### src/logic/bus_pkg.sv
`default_nettype none

package bus_pkg;

    // Data port command, one bit as the core drives it
    typedef enum logic {
        CMD_READ  = 1'b0,
        CMD_WRITE = 1'b1
    } mem_cmd_e;

    // Access width, same code as the core's dmem_width
    typedef enum logic [1:0] {
        WIDTH_BYTE = 2'b00,
        WIDTH_HALF = 2'b01,
        WIDTH_WORD = 2'b10
    } mem_width_e;

    // Shared by the fetch and data bridges.
    // IDLE waits for req, BUS holds cyc until ack, RESP is the one-cycle resp pulse
    typedef enum logic [1:0] {
        ST_IDLE = 2'b00,
        ST_BUS  = 2'b01,
        ST_RESP = 2'b10
    } bridge_state_e;

endpackage : bus_pkg

`default_nettype wire

### src/logic/fetch_bridge.sv
`timescale 1ns/1ps
`default_nettype none

module fetch_bridge import bus_pkg::*; (
    input  logic        clk_core,
    input  logic        rst_n_i,

    // Instruction port of the core
    input  logic        imem_req_i,
    input  logic [31:0] imem_addr_i,
    output logic [31:0] imem_rdata_o,
    output logic        imem_resp_o,

    // Read-only bus master
    output logic        wb_cyc_o,
    output logic [29:0] wb_adr_o,
    input  logic        wb_ack_i,
    input  logic [31:0] wb_dat_i
);

    bridge_state_e state_q;
    logic [31:0]   rdata_q;

    always_ff @(posedge clk_core or negedge rst_n_i) begin
        if (!rst_n_i) begin
            state_q <= ST_IDLE;
        end else begin
            case (state_q)
                ST_IDLE: begin
                    if (imem_req_i) begin
                        state_q <= ST_BUS;
                    end
                end
                ST_BUS: begin
                    if (wb_ack_i) begin
                        state_q <= ST_RESP;
                    end
                end
                ST_RESP: state_q <= ST_IDLE; // req is still high here, ignored
                default: state_q <= ST_IDLE;
            endcase
        end
    end

    // Registered copy of the bus data, handed back with resp
    always_ff @(posedge clk_core) begin
        if (state_q == ST_BUS && wb_ack_i) begin
            rdata_q <= wb_dat_i;
        end
    end

    assign wb_cyc_o     = (state_q == ST_BUS);
    assign wb_adr_o     = imem_addr_i[31:2];  // Core holds addr until resp
    assign imem_resp_o  = (state_q == ST_RESP);
    assign imem_rdata_o = rdata_q;

endmodule : fetch_bridge

`default_nettype wire

### config.mk
export PLATFORM = sky130hd
export DESIGN_NAME = fetch_bridge
export DESIGN_NICKNAME = d
export VERILOG_FILES = /design/src/logic/bus_pkg.sv /design/src/logic/fetch_bridge.sv
export SDC_FILE = /design/constraint.sdc
export NUM_CORES = 1
export LEC_CHECK = 0
export BUFFER_PORTS_ARGS = -buffer_cell sky130_fd_sc_hd__buf_2
export CAP_MARGIN = 5
export CORE_ASPECT_RATIO = 0.8
export CORE_MARGIN = 5
export CORE_UTILIZATION = 25
export DETAILED_ROUTE_END_ITERATION = 10
export SLEW_MARGIN = 0
export SYNTH_ARGS = -nofsm -noshare
export SYNTH_HDL_FRONTEND = slang
export SYNTH_SLANG_ARGS = --single-unit
### constraint.sdc
create_clock -name clk_core -period 2.95 [get_ports clk_core]
set_clock_uncertainty 0.1 [all_clocks]
set_input_delay 0 -clock clk_core [delete_from_list [all_inputs] [get_ports clk_core]]
set_output_delay 0 -clock clk_core [all_outputs]
set_load 0.005 [all_outputs]
==> metrics.md <==
| Metric | Value |
|---|---|
| Worst min path class | `in -> reg` |
| Max VDD drop | `0.2566 mV` |
| Synthesized netlist net count | `139` |
| Largest net degree at the start of global routing | `18` |
| Sequential element share of the synthesized area | `78.52%` |
| Chip Height | `74.19 µm` |
| Total track usage | `10.19%` |
| Synth Warn # | `0` |
| Area after DPL | `1500 µm²` |
| Commonest non-fill, non-tap cells in the layout | `69 x buf_2, 66 x dlygate4sd3_1, 32 x edfxtp_1, 5 x clkbuf_8` |
| Synth unique cells | `8` |
| H-tree levels | `2` |
| Mapped Area | `1287 µm²` |
| Setup TNS | `0 ns` |
| GPL Wtd Cong | `0.6947` |
| Register Area | `1011 µm²` |
| Insertion delay to the later sink of the worst-skew pair | `0.27 ns` |
| Slowest stage cell, crit path | `dfrtp_1` |
| Fill cells | `460` |
| Share of cells above drive strength 1 | `41.94%` |
| Status | `finished clean` |
| Ports | `132` |
| Via count | `954` |
| Design area | `2242 µm²` |
| Crit-path cells | `nor2b_4, and2_1, buf_4` |
| Crit path max-delay family | `flip-flops` |
| WS Path Type | `reg -> reg` |
| Routed Antenna Nets | `0` |
| Starting Density | `25.71%` |
| Max-slew headroom | `85.48%` |
| Die Wd | `90.24 µm` |
| Via-to-Cell Ratio | `3.847` |
| Overflow left after global routing | `0` |
| Num Clock Sinks | `34` |
| Period utilization | `47.55%` |
| DRC | `0` |
| Mean area per synthesized cell | `18.13 µm²` |
| Die footprint | `6694 µm²` |
| Root Buffer | `clkbuf_8` |
| Initial antenna violation count | `0` |
| Fin. max-slew vios | `0` |
| Nets | `253` |
| Worst EP arrival | `1.27 ns` |
| CP peak stage delay | `0.40 ns` |
| Vias in the first global route | `1,077` |
| Worst-margin pin slew | `0.2177 ns` |
| Most common cell after layout, fill and taps aside | `buf_2` |
| Period minus WS final | `1.403 ns` |
| Max-Cap Viols | `0` |
| Power Total | `1.126 mW` |
| First-pass GRT wire length | `5.244 mm` |
| WL final | `3.556 mm` |
| Ant. Diodes | `0` |
| DRT Pass-1 Iters | `3` |
| Synthesized flop and latch total | `34` |
| TritonCTS clock tree | `done` |
| Core area | `5007 µm²` |
| RSZ-0062 raised after global routing | `no` |
| CTS Buffer Depth | `2` |
| DR iter-0 viols | `8` |
| Maximum fanout along the worst path | `17` |
| Reg clk slew, reported paths | `0.06 ns` |
| Area of the multi-input gates | `51.30 µm²` |
| Site row count | `23` |
| Port Buffers | `69` |
| CTS Buf Count | `5` |
| P_leak | `0.9480 nW` |
| Final Hold Viols | `0` |
| Max frequency | `712.9 MHz` |
| WL/cell | `14.34 µm` |
| HPWL after detailed placement | `2.067 mm` |
| Worst path required time | `2.82 ns` |
| Layout area overhead | `74.15%` |
| PwrDens | `502.1 nW/µm²` |
| Mapped Cells | `71` |
| Worst path bufs/invs | `1` |
| Setup crit start kind | `flip-flop` |
| Worst setup EP type | `flip-flop` |
| Final Setup Violations | `0` |
[final cells by class]
cell class	count	area share (%)
repair buffers	137	45.54
flip-flops and latches	34	45.09
well taps	62	3.460
clock buffers	6	3.237
multi-input cells	7	2.288
clock inverters	2	0.3906
[Yosys cell counts (all sizes together)]
| master | count | area [µm²] |
|---|---|---|
| a21oi | 1 | 5.000 |
| nand2b | 2 | 12.51 |
| and2 | 2 | 12.51 |
| and2b | 1 | 7.510 |
| buf | 30 | 225.2 |
| dfrtp | 2 | 50.05 |
| nor2b | 1 | 13.76 |
| edfxtp | 32 | 960.9 |
[path summary, 6_finish.rpt]
path | slack, ns | end | from | cells after the start
max | 1.55 | imem_rdata_o[30] | state_q[0] | 3
min | 0.33 | imem_rdata_o[18] | wb_dat_i[18] | 2
max reg2reg | 1.55 | imem_rdata_o[30] | state_q[0] | 3
min reg2reg | 0.43 | state_q[0] | state_q[1] | 1
max in group asynchronous | 2.13 | state_q[1] | rst_n_i | 3
min in group asynchronous | 0.49 | state_q[0] | rst_n_i | 3
[layer usage]
layer	share of wire (%)	global-route usage [%]	vias up
met5	0	0	-
met4	0.42	0.9917	0
met3	8.2	5.460	2
met2	60	20.94	52
met1	31	9.206	456
li1	-	-	444
[cells by family after synthesis]
group	share of synthesized area [%]
compound gates	0.3884
flops	78.52
simple gates	3.595
buf+inv	17.49
[registers in the layout (all words and copies together), names as in the netlist]
signal        flops
imem_rdata_o     32
state_q           2
[per-stage QoR]
stage | cells | util, % | hold slack (ns) | worst slack [ns]
finish | 248 | 44.78 | 0.3297 | 1.547
global route | 248 | 44.78 | 0.3149 | 1.475
CTS | 248 | 44.78 | 0.3170 | 1.540
detailed placement | 174 | 29.96 | -0.3142 | 1.569
global placement | 174 | 29.96 | -0.3163 | 1.639
floorplan | 71 | - | -0.3956 | 1.121
[what timing repair did]
| item | 4_1_cts | 5_1_grt |
|---|---|---|
| hold buffers | 66 | 0 |
| hold endpoints to repair | 66 | 0 |
| buffers inserted | 0 | 0 |
| gates resized for setup | 0 | 0 |
[worst register-to-register path, stage by stage (launching register included)]
cell	delay, ns
dfrtp_1	0.40
nor2b_4	0.17
and2_1	0.17
buf_4	0.26
[power breakdown]
group / internal (mW) / switching, mW
combinational: 0.121 / 0.0818
sequential: 0.591 / 0.0159
clock: 0.162 / 0.154
total: 0.874 / 0.252
No activity file was read; power rests on OpenSTA's default activity.
