<file path="src/logic/bus_arbiter.sv">
`timescale 1ns/1ps
`default_nettype none

module bus_arbiter (
    input  logic        clk_core,
    input  logic        rst_n_i,

    // Fetch master, read only
    input  logic        f_cyc_i,
    input  logic [29:0] f_adr_i,
    output logic        f_ack_o,
    output logic [31:0] f_dat_o,

    // Data master
    input  logic        d_cyc_i,
    input  logic        d_we_i,
    input  logic [29:0] d_adr_i,
    input  logic [3:0]  d_sel_i,
    input  logic [31:0] d_dat_i,
    output logic        d_ack_o,
    output logic [31:0] d_dat_o,

    // Memory port
    output logic        m_stb_o,
    output logic        m_we_o,
    output logic [29:0] m_adr_o,
    output logic [3:0]  m_sel_o,
    output logic [31:0] m_dat_o,
    input  logic        m_ack_i,
    input  logic [31:0] m_dat_i
);

    logic locked_q;     // A cycle is running for the last-served master
    logic last_data_q;  // 1 when the data master was served last
    logic hold;
    logic gnt_data;

    // Owner keeps the bus until its cyc drops
    assign hold = locked_q && (last_data_q ? d_cyc_i : f_cyc_i);

    always_comb begin
        if (hold) begin
            gnt_data = last_data_q;
        end else if (f_cyc_i && d_cyc_i) begin
            gnt_data = !last_data_q;  // Tie goes to the other master
        end else begin
            gnt_data = d_cyc_i;
        end
    end

    always_ff @(posedge clk_core or negedge rst_n_i) begin
        if (!rst_n_i) begin
            locked_q    <= 1'b0;
            last_data_q <= 1'b1;
        end else begin
            locked_q <= m_stb_o;
            if (m_stb_o) begin
                last_data_q <= gnt_data;
            end
        end
    end

    assign m_stb_o = gnt_data ? d_cyc_i : f_cyc_i;
    assign m_we_o  = gnt_data && d_we_i;
    assign m_adr_o = gnt_data ? d_adr_i : f_adr_i;
    assign m_sel_o = gnt_data ? d_sel_i : 4'b1111;  // Fetch reads all lanes
    assign m_dat_o = gnt_data ? d_dat_i : 32'h0;

    // Response goes back to the owner only
    assign f_ack_o = m_ack_i && !gnt_data;
    assign d_ack_o = m_ack_i && gnt_data;
    assign f_dat_o = gnt_data ? 32'h0 : m_dat_i;
    assign d_dat_o = gnt_data ? m_dat_i : 32'h0;

endmodule : bus_arbiter

`default_nettype wire

</file>
<file path="config.mk">
export PLATFORM = sky130hd
export DESIGN_NAME = bus_arbiter
export DESIGN_NICKNAME = d
export VERILOG_FILES = /design/src/logic/bus_arbiter.sv
export SDC_FILE = /design/constraint.sdc
export NUM_CORES = 1
export LEC_CHECK = 0
export ABC_AREA = 1
export BUFFER_PORTS_ARGS = -buffer_cell sky130_fd_sc_hd__buf_2
export CORE_AREA = 2 2 105 107
export DETAILED_ROUTE_END_ITERATION = 12
export DIE_AREA = 0 0 107 109
export PLACE_DENSITY = 0.49
export SLEW_MARGIN = 40
export SYNTH_ARGS = -nofsm -noshare
export SYNTH_HDL_FRONTEND = slang
export SYNTH_SLANG_ARGS = --single-unit
</file>
<file path="constraint.sdc">
create_clock -name clk_core -period 4.4 [get_ports clk_core]
set_clock_uncertainty 0.2 [all_clocks]
set_input_delay 0.88 -clock clk_core [delete_from_list [all_inputs] [get_ports clk_core]]
set_output_delay 0.88 -clock clk_core [all_outputs]
set_load 0.005 [all_outputs]
</file>
==> run_results.csv, run 1 <==
group,metric,value,unit
layout,most-common-layout-cells,"267 x buf_2, 99 x nor2_1, 72 x inv_1",
layout,seq_area,51.3,um^2
pwr,p_per_area,139,mW/mm^2
layout,synthToLayoutAreaGrowth,119,%
synthesis,netlist_area,0.00123,mm^2
timing,slew_violations,0,
synthesis,yosysSeqAreaShare,4.17,%
pwr,p_comb_share,73.5,%
clock_network,cts_root_buffer,"clkbuf_8",
clock_network,cts_setup_buffers,0,
pwr,p_sw,160,uW
layout,multiInputGateArea,802,um^2
clock_network,cts.sinks,2,
floorplanning,fp.dieW,107,um
clock_network,clkLatencyLatePin,0.21,ns
global_route,gr-total-overflow,0,
global_route,grt_busiest_layer,"met2",
timing,whs,0.248,ns
worst_setup_path,critPathRequiredTime,3.32,ns
worst_setup_path,cp-start-kind,"input pin",
status,outcome,"complete, no violations",
global_route,grt_max_degree,71,
detailed_routing,drc,0,
job,drv_cap,0,
pwr,p_leak,0.00206,uW
pwr,p_sw_share,42.7,%
global_route,gr-usage-all-layers,9.71,%
floorplanning,coreArea,0.0106,mm^2
pwr,vdd_drop_max,133,uV
clock_network,path_clk_slew,0.03,ns
worst_setup_path,r2r-start,"last_data_q",
synthesis,syn_avg_cell_area,4.20,um^2
clock_network,htreeDepth,1,
detailed_routing,postRouteAntennaNets,0,
floorplanning,die_height,109,um
worst_setup_path,r2r-end,"last_data_q",
pwr,p_seq_share,5.7,%
worst_setup_path,cp-end-kind,"output port",
place,place_congestion,0.750,
layout,fillers,1225,
synthesis,ys_seq_elements,2,
worst_setup_path,rrSetupSlack,2.31,ns
layout,diodes,0,
synthesis,syn_nets,427,
floorplanning,rows,38,
layout,final_common_cell,"buf_2",
worst_setup_path,critPathKind,"input pin to output port",
detailed_routing,first_iter_violations,124,
global_route,grt_use_met3,1.14,%
timing,final.setup.tns,0,ns
timing,rsz0062_at_grt,"no",
worst_setup_path,critPathLaunch,"f_cyc_i",
timing,worst_pin_slew,0.695,ns
global_route,gr-usage-met1,10.1,%
worst_setup_path,cp.arrival,2.92,ns
global_route,grt_pass1_wl,9300,um
timing,period_share,91.0,%
global_route,met2_usage,20.0,%
timing,relSlewSlack,53.7,%
clock_network,cts_buffers,3,
clock_network,clk_path_buf_depth,2,
pwr,p_clk_share,20.8,%
layout,drive_gt1_share,50.5,%
clock_network,cts_resized,0,
synthesis,ys.warnings.count,0,
floorplanning,pin_count,268,
layout,finalNetCount,681,
synthesis,synth_cell_types,16,
timing,finalCriticalPeriod,4.00,ns
timing,setup_slack,0.397,ns
floorplanning,initial_core_util,11.6,%
detailed_routing,wl_per_cell,9.61,um
detailed_routing,routed_wl,6590,um
worst_setup_path,ff2ff_path_depth,5,
worst_hold_path,min_path_type,"input pin to async pin",
detailed_routing,viasPerCell,3.66,
detailed_routing,drtPass1Iterations,4,
timing,max_freq,0.250,GHz
global_route,grt_pass1_vias,2050,
timing,setup_violations,0,
place,dpl.hpwl,5600,um
detailed_routing,routed-via-count,2511,
clock_network,cts_tree,"built",
pwr,p_int,214,uW
synthesis,syn_inst,293,
floorplanning,dieArea,0.0117,mm^2
timing,hold_viol_final,0,
worst_setup_path,cp_max_fo,70,
global_route,antenna_found_initial,0,
clock_network,cts_hold_buf,0,
place,port_buffers,267,
place,preCtsSetupSlack,0.370,ns
-- cells in the mapped netlist --
library cell	instances	area share [%]
buf_4	1	0.61
buf_1	1	0.30
dfrtp_1	1	2.0
nand3_2	1	0.81
nand2_1	66	20
dfstp_2	1	2.1
clkbuf_1	5	1.5
buf_2	9	3.7
nor2_1	99	30
inv_1	72	22
buf_6	3	2.7
or2_2	1	0.51
o21ai_0	1	0.41
nand2_2	1	0.51
inv_2	1	0.30
nand3_1	30	12
-- how the worst max path moves through the flow --
stage / end / slack, ns
after floorplan: d_dat_o[10] / 1.86
after global placement: m_adr_o[24] / 0.43
after detailed placement: m_adr_o[21] / 0.37
after CTS: m_adr_o[21] / 0.37
after global routing: m_adr_o[28] / 0.11
final: m_adr_o[21] / 0.40
-- through the flow --
step	power (uW)	utilization [%]	instances	cell area (um^2)
after floorplan	148	-	293	1230
after global placement	298	25.0	682	2650
after detailed placement	299	25.0	682	2650
after CTS	379	25.4	686	2690
after global routing	412	25.4	686	2690
final	373	25.4	686	2690
-- per-layer routing --
layer	vias to the layer above	wire, um
met5	-	0
li1	1324	-
met3	2	592
met1	1032	2530
met2	153	3430
met4	0	40
-- worst max-delay path: stages --
cell	delay [ns]
buf_2	0.09
nand3_2	0.48
nand2_4	0.50
buf_4	0.60
nand2_1	0.11
nand2_1	0.10
buf_2	0.11
-- layout make-up --
type | instances | area share [%]
multi-input combinational | 199 | 29.8
timing repair buffer | 268 | 49.9
tap | 140 | 6.51
clock buffer | 4 | 1.67
inverter | 73 | 10.2
sequential | 2 | 1.91
-- kinds of logic after synthesis --
| logic type | after synthesis | synth area share, % |
|---|---|---|
| simple gates | 198 | 64.3 |
| buf+inv | 92 | 31.1 |
| flops | 2 | 4.17 |
| compound gates | 1 | 0.406 |
-- state kept, by name, summed over array words and instances, names as in the netlist --
name	flops
last_data_q	1
locked_q	1
-- power by group through the flow --
stage	combinational [uW]	clock, uW	sequential [uW]
floorplan	127	0	21.3
global placement	277	0	21.6
detailed placement	277	0	21.6
CTS	278	79.6	21.4
global route	310	80.4	21.6
finish	274	77.6	21.3
Power figures use the tool's default switching activity.
==> inputs of run 2 (changes only) <==
- CTS_BUF_LIST: default -> sky130_fd_sc_hd__clkbuf_4 sky130_fd_sc_hd__clkbuf_8 sky130_fd_sc_hd__clkbuf_16
==> run 2 against run 1 <==
Compared with the run above:
- non-clock buffer count unchanged
- clock-buffer cell count stayed put
- clock power grew 8.0%
- sequential cell count did not move
- worst hold slack is essentially flat
- sequential share of layout area about the same
- critical endpoint unchanged
==> run_results.csv, run 2 (same netlist as run 1, synthesis figures left out) <==
group,metric,value,unit
layout,diodes,0,
clock_network,cts_tree,"built",
detailed_routing,drc,0,
worst_setup_path,critPathRequiredTime,3.32,ns
pwr,vdd_drop_max,133,uV
place,place_congestion,0.750,
global_route,grt_pass1_vias,2050,
detailed_routing,drtPass1Iterations,4,
worst_setup_path,ff2ff_path_depth,5,
worst_setup_path,cp-start-kind,"input pin",
floorplanning,initial_core_util,11.6,%
detailed_routing,first_iter_violations,124,
worst_setup_path,cp.arrival,2.92,ns
timing,final.setup.tns,0,ns
pwr,p_leak,0.00207,uW
worst_setup_path,cp_slowest_stage_delay,0.60,ns
global_route,gr-total-overflow,0,
timing,relSlewSlack,53.7,%
timing,period_share,91.0,%
timing,worst_pin_slew,0.695,ns
timing,whs,0.247,ns
global_route,grt_pass1_wl,9300,um
pwr,p_per_area,141,mW/mm^2
global_route,grt_max_degree,71,
timing,finalCriticalPeriod,4.00,ns
floorplanning,pin_count,268,
status,outcome,"complete, no violations",
floorplanning,fp.dieW,107,um
clock_network,cts_buffers,3,
clock_network,clkLatencyLatePin,0.21,ns
global_route,gr-usage-all-layers,9.71,%
clock_network,clk_path_buf_depth,2,
timing,rsz0062_at_grt,"no",
detailed_routing,postRouteAntennaNets,0,
timing,max_freq,0.250,GHz
clock_network,path_clk_slew,0.03,ns
worst_setup_path,cp-end-kind,"output port",
layout,finalNetCount,681,
timing,hold_viol_final,0,
clock_network,cts_root_buffer,"clkbuf_8",
floorplanning,rows,38,
worst_setup_path,cp_max_fo,70,
clock_network,cts_hold_buf,0,
place,port_buffers,267,
clock_network,cts_resized,0,
layout,drive_gt1_share,50.7,%
worst_setup_path,critPathSlowestCell,"buf_4",
worst_setup_path,cp_cell_sequence,"buf_2 -> nand3_2 -> nand2_4 -> buf_4 -> nand2_1 -> nand2_1 -> buf_2",
global_route,antenna_found_initial,0,
place,dpl.hpwl,5600,um
job,drv_cap,0,
clock_network,cts.sinks,2,
detailed_routing,viasPerCell,3.66,
timing,setup_violations,0,
detailed_routing,routed_wl,6590,um
floorplanning,coreArea,0.0106,mm^2
clock_network,cts_setup_buffers,0,
layout,most-common-layout-cells,"267 x buf_2, 99 x nor2_1, 72 x inv_1",
layout,final_common_cell,"buf_2",
clock_network,htreeDepth,1,
worst_hold_path,min_path_type,"input pin to async pin",
layout,reg_top3,"last_data_q x1, locked_q x1",
layout,synthToLayoutAreaGrowth,119,%
detailed_routing,wl_per_cell,9.60,um
timing,slew_violations,0,
detailed_routing,routed-via-count,2511,
worst_setup_path,critPathKind,"input pin to output port",
floorplanning,dieArea,0.0117,mm^2
floorplanning,die_height,109,um
[run 2: area by class of cell]
cell class                 count  area [um^2]
timing repair buffer         268         1340
sequential                     2         51.3
multi-input combinational    199          802
inverter                      73          274
clock buffer                   4         48.8
tap                          140          175
fill                        1225         7910
[run 2: final timing paths]
kind,from,to,slack [ns]
min,rst_n_i,locked_q,0.25
max in group asynchronous,rst_n_i,last_data_q,3.56
min reg2reg,last_data_q,last_data_q,0.33
max,f_cyc_i,m_adr_o[21],0.40
min in group clk_core,last_data_q,last_data_q,0.33
max reg2reg,last_data_q,last_data_q,2.31
[run 2: stage by stage]
step | area, um^2 | power, uW | worst slack, ns | util [%] | cells
finish | 2700 | 380 | 0.397 | 25.4 | 686
global route | 2700 | 418 | 0.113 | 25.4 | 686
CTS | 2700 | 385 | 0.367 | 25.4 | 686
detailed placement | 2650 | 299 | 0.370 | 25.0 | 682
global placement | 2650 | 298 | 0.425 | 25.0 | 682
floorplan | 1230 | 148 | 1.86 | - | 293
[run 2: layer usage]
layer	track usage (%)	vias up	share of wire, %
met5	0	-	0
met4	3.06	0	0.61
met3	1.14	2	9.0
met2	20.0	153	52
met1	10.1	1032	38
li1	-	1324	-
[run 2: worst max-delay path: cells and delay by family]
| kind | cells | cell delay [ns] |
|---|---|---|
| buffers and inverters | 3 | 0.80 |
| and+or+nand+nor | 4 | 1.19 |
[run 2: report_power, final]
group / total [uW] / switching (uW) / internal [uW]
clock network: 83.8 / 16.1 / 67.7
logic: 274 / 143 / 132
registers: 21.3 / 0.689 / 20.6
