===== src/logic/bus_pkg.sv =====
`default_nettype none

package bus_pkg;

    // Data port command, one bit as the core drives it
    typedef enum logic {
        CMD_READ  = 1'b0,
        CMD_WRITE = 1'b1
    } mem_cmd_e;

    // Access width, same code as the core's dmem_width
    typedef enum logic [1:0] {
        WIDTH_BYTE = 2'b00,
        WIDTH_HALF = 2'b01,
        WIDTH_WORD = 2'b10
    } mem_width_e;

    // Shared by the fetch and data bridges.
    // IDLE waits for req, BUS holds cyc until ack, RESP is the one-cycle resp pulse
    typedef enum logic [1:0] {
        ST_IDLE = 2'b00,
        ST_BUS  = 2'b01,
        ST_RESP = 2'b10
    } bridge_state_e;

endpackage : bus_pkg

`default_nettype wire


===== src/logic/data_bridge.sv =====
`timescale 1ns/1ps
`default_nettype none

module data_bridge import bus_pkg::*; (
    input  logic        clk_core,
    input  logic        rst_n_i,

    // Data port of the core
    input  logic        dmem_req_i,
    input  mem_cmd_e    dmem_cmd_i,
    input  mem_width_e  dmem_width_i,
    input  logic [31:0] dmem_addr_i,
    input  logic [31:0] dmem_wdata_i,
    output logic [31:0] dmem_rdata_o,
    output logic        dmem_resp_o,
    output logic        dmem_err_o,

    // Bus master
    output logic        wb_cyc_o,
    output logic        wb_we_o,
    output logic [29:0] wb_adr_o,
    output logic [3:0]  wb_sel_o,
    output logic [31:0] wb_dat_o,
    input  logic        wb_ack_i,
    input  logic [31:0] wb_dat_i
);

    bridge_state_e state_q;
    logic          err_q;
    logic [31:0]   rdata_q;
    logic          misaligned;
    logic [3:0]    sel_d;
    logic [31:0]   wdata_lanes;
    logic [4:0]    lane_shift;
    logic [31:0]   rd_shifted;
    logic [31:0]   rd_ext;

    // Byte lanes, write replication and alignment check
    always_comb begin
        sel_d       = 4'b1111;
        wdata_lanes = dmem_wdata_i;
        misaligned  = 1'b0;
        case (dmem_width_i)
            WIDTH_BYTE: begin
                sel_d       = 4'b0001 << dmem_addr_i[1:0];
                wdata_lanes = {4{dmem_wdata_i[7:0]}};
            end
            WIDTH_HALF: begin
                sel_d       = 4'b0011 << dmem_addr_i[1:0];
                wdata_lanes = {2{dmem_wdata_i[15:0]}};
                misaligned  = dmem_addr_i[0];
            end
            WIDTH_WORD: misaligned = |dmem_addr_i[1:0];
            default:    misaligned = 1'b1;  // Reserved width code
        endcase
    end

    // Move the addressed lanes down to bit 0, then zero-extend
    assign lane_shift = {dmem_addr_i[1:0], 3'b000};
    assign rd_shifted = wb_dat_i >> lane_shift;

    always_comb begin
        case (dmem_width_i)
            WIDTH_BYTE: rd_ext = {24'h0, rd_shifted[7:0]};
            WIDTH_HALF: rd_ext = {16'h0, rd_shifted[15:0]};
            default:    rd_ext = rd_shifted;
        endcase
    end

    always_ff @(posedge clk_core or negedge rst_n_i) begin
        if (!rst_n_i) begin
            state_q <= ST_IDLE;
            err_q   <= 1'b0;
        end else begin
            case (state_q)
                ST_IDLE: begin
                    if (dmem_req_i && misaligned) begin
                        state_q <= ST_RESP;  // No bus cycle at all
                        err_q   <= 1'b1;
                    end else if (dmem_req_i) begin
                        state_q <= ST_BUS;
                    end
                end
                ST_BUS: begin
                    if (wb_ack_i) begin
                        state_q <= ST_RESP;
                    end
                end
                ST_RESP: begin
                    state_q <= ST_IDLE;
                    err_q   <= 1'b0;
                end
                default: state_q <= ST_IDLE;
            endcase
        end
    end

    always_ff @(posedge clk_core) begin
        if (state_q == ST_IDLE && dmem_req_i && misaligned) begin
            rdata_q <= '0;
        end else if (state_q == ST_BUS && wb_ack_i) begin
            rdata_q <= rd_ext;
        end
    end

    assign wb_cyc_o     = (state_q == ST_BUS);
    assign wb_we_o      = wb_cyc_o && (dmem_cmd_i == CMD_WRITE);
    assign wb_adr_o     = dmem_addr_i[31:2];
    assign wb_sel_o     = sel_d;
    assign wb_dat_o     = wdata_lanes;
    assign dmem_resp_o  = (state_q == ST_RESP);
    assign dmem_err_o   = err_q;
    assign dmem_rdata_o = rdata_q;

endmodule : data_bridge

`default_nettype wire


===== config.mk =====
export PLATFORM = sky130hd
export DESIGN_NAME = data_bridge
export DESIGN_NICKNAME = d
export VERILOG_FILES = /design/src/logic/bus_pkg.sv /design/src/logic/data_bridge.sv
export SDC_FILE = /design/constraint.sdc
export NUM_CORES = 1
export LEC_CHECK = 0
export ABC_AREA = 1
export BUFFER_PORTS_ARGS = -buffer_cell sky130_fd_sc_hd__buf_2
export CORE_MARGIN = 2
export CORE_UTILIZATION = 33
export CTS_BUF_LIST = sky130_fd_sc_hd__clkbuf_2 sky130_fd_sc_hd__clkbuf_4 sky130_fd_sc_hd__clkbuf_8
export CTS_CLUSTER_DIAMETER = 150
export CTS_CLUSTER_SIZE = 40
export DETAILED_ROUTE_END_ITERATION = 10
export PLACE_DENSITY = 0.67
export RECOVER_POWER = 25
export SLEW_MARGIN = 30
export SYNTH_ARGS = -nofsm -noshare
export SYNTH_HDL_FRONTEND = slang
export SYNTH_SLANG_ARGS = --single-unit

===== constraint.sdc =====
create_clock -name clk_core -period 3.91 [get_ports clk_core]
set_input_delay 0.1955 -clock clk_core [delete_from_list [all_inputs] [get_ports clk_core]]
set_output_delay 0.1955 -clock clk_core [all_outputs]
set_load 0.05 [all_outputs]

==> results of run 1 <==
[kinds of logic (layout without fill, tap and decap cells)]
group                  after synthesis  count (layout)  share of synthesized area, %
AND/OR/NAND/NOR                    271             271                          45.2
buffers and inverters               96             193                          21.0
flip-flops                          35              35                          28.0
AO/OA/AOI/OAI                       27              27                          5.86
[what timing repair did]
action	4_1_cts	5_1_grt
setup buffers	0	0
hold endpoints to repair	3	0
hold buffers	1	0
[worst max-delay path: stages]
cell     delay [ps]
buf_2           370
inv_2           220
nor2_2          330
a21oi_1         120
nand2_1          90
buf_2           270
[state kept, by name, indices dropped and copies added, names as in the netlist]
name,flops
dmem_rdata_o,32
state_q,2
dmem_err_o,1
[cell type report]
| type | count | area, um2 |
|---|---|---|
| flip-flops and latches | 35 | 716 |
| inverters | 40 | 150 |
| repair buffers | 145 | 727 |
| multi-input cells | 298 | 1310 |
| clock buffers | 8 | 104 |
| fillers | 898 | 4480 |
| well taps | 102 | 128 |
[final timing paths]
kind | from | endpoint | cells past startpoint
max in group asynchronous | rst_n_i | state_q[1] | 2
min in group asynchronous | rst_n_i | dmem_err_o | 2
min reg2reg | dmem_rdata_o[23] | dmem_rdata_o[23] | 2
min | wb_ack_i | state_q[0] | 2
max | dmem_addr_i[0] | wb_sel_o[2] | 6
max reg2reg | state_q[0] | dmem_rdata_o[17] | 6
[cells in the mapped netlist, drive strengths merged]
master / n
a21oi: 8
buf: 52
clkbuf: 4
dfrtp: 3
dfxtp: 32
inv: 40
nand2: 166
nand3: 52
nand3b: 8
nor2: 45
o211ai: 6
o21ai: 13
[layer usage]
layer | routed length (um) | vias up
met5 | 0 | -
met4 | 205 | 0
met3 | 496 | 27
met2 | 4560 | 97
met1 | 3180 | 1288
li1 | - | 1483
[cells in the final DEF (no fill, tap or decap), drive strengths merged]
cell type	synthesis	final
dlygate4sd3	0	1
buf	52	141
dfxtp	32	32
nand3	52	52
nand2	166	166
dfrtp	3	3
a21oi	8	8
inv	40	40
clkbuf	4	11
o21ai	13	13
nand3b	8	8
o211ai	6	6
nor2	45	45
[report_power, final]
part / total, uW / internal (uW) / switching [uW] / leakage (uW)
combinational: 709 / 166 / 543 / 0.00148
sequential: 459 / 425 / 33.9 / 0.000299
clock: 299 / 168 / 131 / 0.0000549
[stage by stage]
stage	instances	utilization (%)
final	628	41.2
after global routing	628	41.2
after CTS	628	41.2
after detailed placement	619	39.7
after global placement	619	39.7
after floorplan	429	-
==> results.cfg, run 1 <==
[grt]
use_met3_pct = 3.37
grt_usage_pct = 19.3
top_usage_layer = met2
grt_pass1_wl_um = 13100
antenna_found_initial = 0
overflow = 0
first_global_vias = 2765
grt_max_degree = 36
gr-usage-met2_pct = 37.9
met1_usage_pct = 19.9

[yosys]
syn_inst = 429
synth.cell_area_um2 = 2560
yosysSeqAreaShare_pct = 28.0
synth_top_area_cell = dfxtp_1
syn_area_per_cell_um2 = 5.97
yosysWarnings = 0
synth_seq_cells = 35
syn_nets = 532
ys_types = 20
synth_top_cell_area_share_pct = 25.0
synthTopCellsByArea = dfxtp_1, nand2_1, buf_4

[critical_path]
cp_max_fo = 23
cp.required_ps = 3710
crit_arrival_ps = 1610
cp-start-kind = input pin
r2r_slack_ps = 2230
cp-end-kind = primary output
path_class = in2out

[power_and_ir_drop]
vdd_drop_max_mv = 0.208
power_density_nw_per_um2 = 468
power_leakage_uw = 0.00183
total_power_uw = 1470

[floorplan]
num_rows = 32
die-height_um = 92.1
ios = 205
start_util_pct = 33.7
dieWidth_um = 92.1
core_um2 = 7610
die_area_um2 = 8480

[route]
first_pass_iters = 4
drtIter0Drc = 89
routed_wl_um = 8440
wire_per_inst_um = 13.4
dr_total_vias = 2895
vias_per_cell = 4.61
ant_nets = 0
drc = 0

[sta]
worstMarginPinSlew_ps = 659
hold_viol_final = 0
setup_slack_ps = 2110
finalCritPeriodShare_pct = 46.2
fmax_ghz = 0.554
rsz0062_at_grt = false
hold_slack_ps = 142
finalMaxSlewViolations = 0
min_period_ps = 1800
fin_worst_skew_ps = 4.94
setup_tns_ps = 0
slew-limit-headroom_pct = 55.9
setup_viol = 0

[placed_design]
gp_congestion = 0.858
pre_cts_slack_ps = 1970
post-dp-hpwl_um = 6920
portBuffers = 144
place_area_um2 = 3020

[clocking]
htreeDepth = 2
ctsResizeCount = 0
path_clk_slew_ps = 70
cts_tree = done
clock_latency_ps = 290
cts_sinks = 35
cts_buffers = 5
cts_root_buf = clkbuf_8
cts_buffer_depth = 2

[flow_run]
cap_viol_max_count = 0

[status]
outcome = completed

[cells_and_area]
antenna_cells = 0
layout-drive-gt1-share_pct = 31.2
final_area_um2 = 3130
synthToLayoutAreaGrowth_pct = 22.3
fin_nets = 628

[worst_hold_path]
hold_class = in2reg
No activity file was read; power rests on OpenSTA's default activity.
==> inputs of run 2 (changes only) <==
==> constraint.sdc (replaced) <==
create_clock -name clk_core -period 1.8 [get_ports clk_core]
set_input_delay 0.09 -clock clk_core [delete_from_list [all_inputs] [get_ports clk_core]]
set_output_delay 0.09 -clock clk_core [all_outputs]
set_load 0.05 [all_outputs]
==> results.cfg, run 2 (synthesized netlist as in run 1, its figures left out) <==
[status]
outcome = completed

[worst_hold_path]
hold_class = in2reg
worstHoldStart = wb_ack_i
worstHoldPathCells = 2
min_to = state_q[0]

[floorplan]
core_um2 = 7610
start_util_pct = 33.7
num_rows = 32
dieWidth_um = 92.1
die_area_um2 = 8480
ios = 205
die-height_um = 92.1

[clocking]
postCtsSetupBuffers = 0
cts_root_buf = clkbuf_8
cts_sinks = 35
ctsResizeCount = 0
cts_buffer_depth = 2
path_clk_slew_ps = 80
htreeDepth = 2
clock_latency_ps = 290
cts_buffers = 5
holdBufCountCts = 1
cts_tree = done

[cells_and_area]
largest_register_ffs = 32
layout-drive-gt1-share_pct = 32.7
fin_nets = 640
final_cell_mix = nand2_1, buf_2, nand3_1
synthToLayoutAreaGrowth_pct = 26.4
antenna_cells = 0
layout_commonest_cell = nand2_1
fill_cells = 872

[sta]
setup_tns_ps = 0
slew-limit-headroom_pct = 60.2
finalCritPeriodShare_pct = 83.5
setup_viol = 0
setup_slack_ps = 296
finalMaxSlewViolations = 0
fmax_ghz = 0.665
fin_worst_skew_ps = 8.97
min_period_ps = 1500
rsz0062_at_grt = false
worstMarginPinSlew_ps = 600
hold_viol_final = 0

[grt]
grt_pass1_wl_um = 13600
antenna_found_initial = 0
grt_max_degree = 27
overflow = 0
grt_usage_pct = 20.2
first_global_vias = 2919

[route]
dr_total_vias = 3009
drtIter0Drc = 148
drc = 0
ant_nets = 0
vias_per_cell = 4.70
wire_per_inst_um = 13.7
routed_wl_um = 8790
first_pass_iters = 4

[power_and_ir_drop]
power_leakage_uw = 0.00190
vdd_drop_max_mv = 0.513
power_density_nw_per_um2 = 1030

[critical_path]
path_class = reg2reg
cp_max_fo = 15
cp-end-kind = flop
cp-start-kind = flop
critPathLaunch = state_q[1]
r2r_slack_ps = 300
crit_arrival_ps = 1690
worst_r2r_endpoint = dmem_rdata_o[9]
rr_startpoint = state_q[1]
r2r_cells = 7
cp.required_ps = 1980

[flow_run]
cap_viol_max_count = 0

[placed_design]
portBuffers = 144
pre_cts_slack_ps = 317
gp_congestion = 0.929
post-dp-hpwl_um = 7020
-- run 2: report_power, final --
group	switching (uW)	internal (uW)	total [uW]
Clock	305	448	753
Combinational	1190	381	1570
Sequential	87.6	924	1010
-- run 2: worst max-delay path: stages (launching register included) --
cell and delay, ps:
dfrtp_1 430, inv_2 100, nand2_1 50, nor2_1 200
nand3_4 220, buf_4 250, nand3_1 80, nand2_1 60
-- run 2: stage by stage --
| stage | cells | power [uW] | utilization, % | area (um2) | hold slack [ps] |
|---|---|---|---|---|---|
| 2_1_floorplan | 429 | 2370 | - | 2560 | -206 |
| 3_3_place_gp | 631 | 2590 | 40.9 | 3110 | -112 |
| 3_5_place_dp | 631 | 2600 | 40.9 | 3110 | -108 |
| 4_1_cts | 640 | 3350 | 42.6 | 3240 | 20.4 |
| 5_1_grt | 640 | 3490 | 42.5 | 3240 | 53.2 |
| 6_report | 640 | 3330 | 42.5 | 3240 | 21.4 |
-- run 2: worst max path at each step --
stage                             to  slack (ps)  cells after the start
finish               dmem_rdata_o[9]         300                      7
global route        dmem_rdata_o[15]         200                      7
CTS                  dmem_rdata_o[9]         300                      7
detailed placement   dmem_rdata_o[9]         320                      7
global placement     dmem_rdata_o[9]         400                      7
floorplan                wb_sel_o[1]         130                      4
-- run 2: cell type report --
type | instances | area, um2 | area share, %
timing repair buffer | 157 | 817 | 25.3
inverter | 40 | 150 | 4.64
sequential | 35 | 716 | 22.1
tap | 102 | 128 | 3.94
clock inverter | 2 | 35.0 | 1.08
multi-input combinational | 298 | 1310 | 40.4
clock buffer | 6 | 82.6 | 2.55
-- run 2: metal layers --
| layer | share of wire [%] | global-route usage [%] | vias up |
|---|---|---|---|
| li1 | - | - | 1507 |
| met1 | 37 | 21.1 | 1350 |
| met2 | 54 | 39.0 | 124 |
| met3 | 6.3 | 3.86 | 28 |
| met4 | 2.6 | 8.58 | 0 |
| met5 | 0 | 0 | - |
==> inputs of run 3 (changes only) <==
==> constraint.sdc (replaced) <==
create_clock -name clk_core -period 1.47 [get_ports clk_core]
set_input_delay 0.0735 -clock clk_core [delete_from_list [all_inputs] [get_ports clk_core]]
set_output_delay 0.0735 -clock clk_core [all_outputs]
set_load 0.05 [all_outputs]
==> results.cfg, run 3 (synthesized netlist as in run 1, its figures left out) <==
[status]
outcome = completed

[critical_path]
crit_arrival_ps = 1520
cp_max_fo = 19
path_class = reg2reg
cp.required_ps = 1660
worst_r2r_endpoint = dmem_rdata_o[20]
r2r_slack_ps = 140
cp-end-kind = flop
r2r_cells = 7
cp-start-kind = flop
rr_startpoint = state_q[1]

[grt]
top_usage_layer = met2
grt_pass1_wl_um = 13600
grt_max_degree = 26
grt_usage_pct = 20.2
met1_usage_pct = 22.6
gr-usage-met2_pct = 37.0
overflow = 0
first_global_vias = 2870
antenna_found_initial = 0
use_met3_pct = 3.86

[worst_hold_path]
worstHoldPathCells = 2
worstHoldStart = wb_ack_i
hold_class = in2reg
min_to = state_q[0]

[route]
wire_per_inst_um = 13.6
dr_total_vias = 3028
drtIter0Drc = 179
ant_nets = 0
first_pass_iters = 4
routed_wl_um = 8750
vias_per_cell = 4.71
drc = 0

[cells_and_area]
fin_nets = 643
final_area_um2 = 3270
synthToLayoutAreaGrowth_pct = 27.8
antenna_cells = 0
utilization_pct = 43.0
final_cell_mix = nand2_1, buf_2, nand3_1
layout_commonest_cell = nand2_1
layout-drive-gt1-share_pct = 33.3
largest_register_ffs = 32

[floorplan]
core_um2 = 7610
die_area_um2 = 8480
start_util_pct = 33.7
die-height_um = 92.1
dieWidth_um = 92.1
num_rows = 32
ios = 205

[clocking]
cts_root_buf = clkbuf_8
cts_sinks = 35
cts_buffers = 5
htreeDepth = 2
clock_latency_ps = 290
cts_tree = done
path_clk_slew_ps = 70
cts_buffer_depth = 2
postCtsSetupBuffers = 0

[sta]
fmax_ghz = 0.752
hold_viol_final = 0
min_period_ps = 1330
finalCritPeriodShare_pct = 90.5
fin_worst_skew_ps = 4.20
finalMaxSlewViolations = 0
worstMarginPinSlew_ps = 610
rsz0062_at_grt = false
hold_slack_ps = 9.39
setup_viol = 0
slew-limit-headroom_pct = 59.5

[power_and_ir_drop]
power_leakage_uw = 0.00191
vdd_drop_max_mv = 0.616
power_density_nw_per_um2 = 1220

[placed_design]
post-dp-hpwl_um = 7230
gp_congestion = 0.858
portBuffers = 144
place_area_um2 = 3160

[flow_run]
cap_viol_max_count = 0
## run 3: worst max path at each step
stage                    startpoint                to  slack (ps)  cells after the start
floorplan           dmem_width_i[1]       wb_sel_o[1]        -170                      4
global placement         state_q[1]  dmem_rdata_o[19]          90                      7
detailed placement       state_q[1]  dmem_rdata_o[20]          50                      7
CTS                      state_q[1]  dmem_rdata_o[20]          50                      7
global route             state_q[0]  dmem_rdata_o[31]          30                      6
finish                   state_q[1]  dmem_rdata_o[20]         140                      7
## run 3: layout make-up
cell class / count / area [um2]
timing repair buffer: 160 / 865
tap: 102 / 128
clock inverter: 1 / 7.51
clock buffer: 7 / 96.3
fill: 861 / 4340
inverter: 40 / 150
multi-input combinational: 298 / 1310
sequential: 35 / 716
## run 3: metrics by stage
stage / setup WS, ps / cells / setup TNS (ps) / total power, uW
floorplan: -171 / 429 / -343 / 2910
global placement: 93.1 / 634 / 0 / 3200
detailed placement: 52.9 / 634 / 0 / 3220
CTS: 51.9 / 643 / 0 / 4000
global route: 28.7 / 643 / 0 / 4190
finish: 140 / 643 / 0 / 3980
## run 3: report_power, final
group	leakage [uW]	total (uW)	switching [uW]	internal, uW
registers	0.000299	1230	100	1130
clock network	0.0000505	788	362	426
logic	0.00156	1960	1470	492
total	0.00191	3980	1930	2050
## run 3: worst max-delay path, stage by stage (launching register included)
cell and delay [ps]:
dfrtp_1 420, inv_2 90, nand2_1 60, nor2_2 150, nand3_4 180, buf_12 200
nand3_1 70, nand2_1 50
## run 3: what timing repair did
item                                    4_1_cts  5_1_grt
hold buffers                                  1        0
resized for setup                             0        1
endpoints found under the setup margin        0        5
hold endpoints to repair                      3        0
## run 3: per-layer routing
metal,wire length [um],part of all wire [%]
met2,4550,52
met5,0,0
met1,3260,37
met4,273,3.1
met3,664,7.6
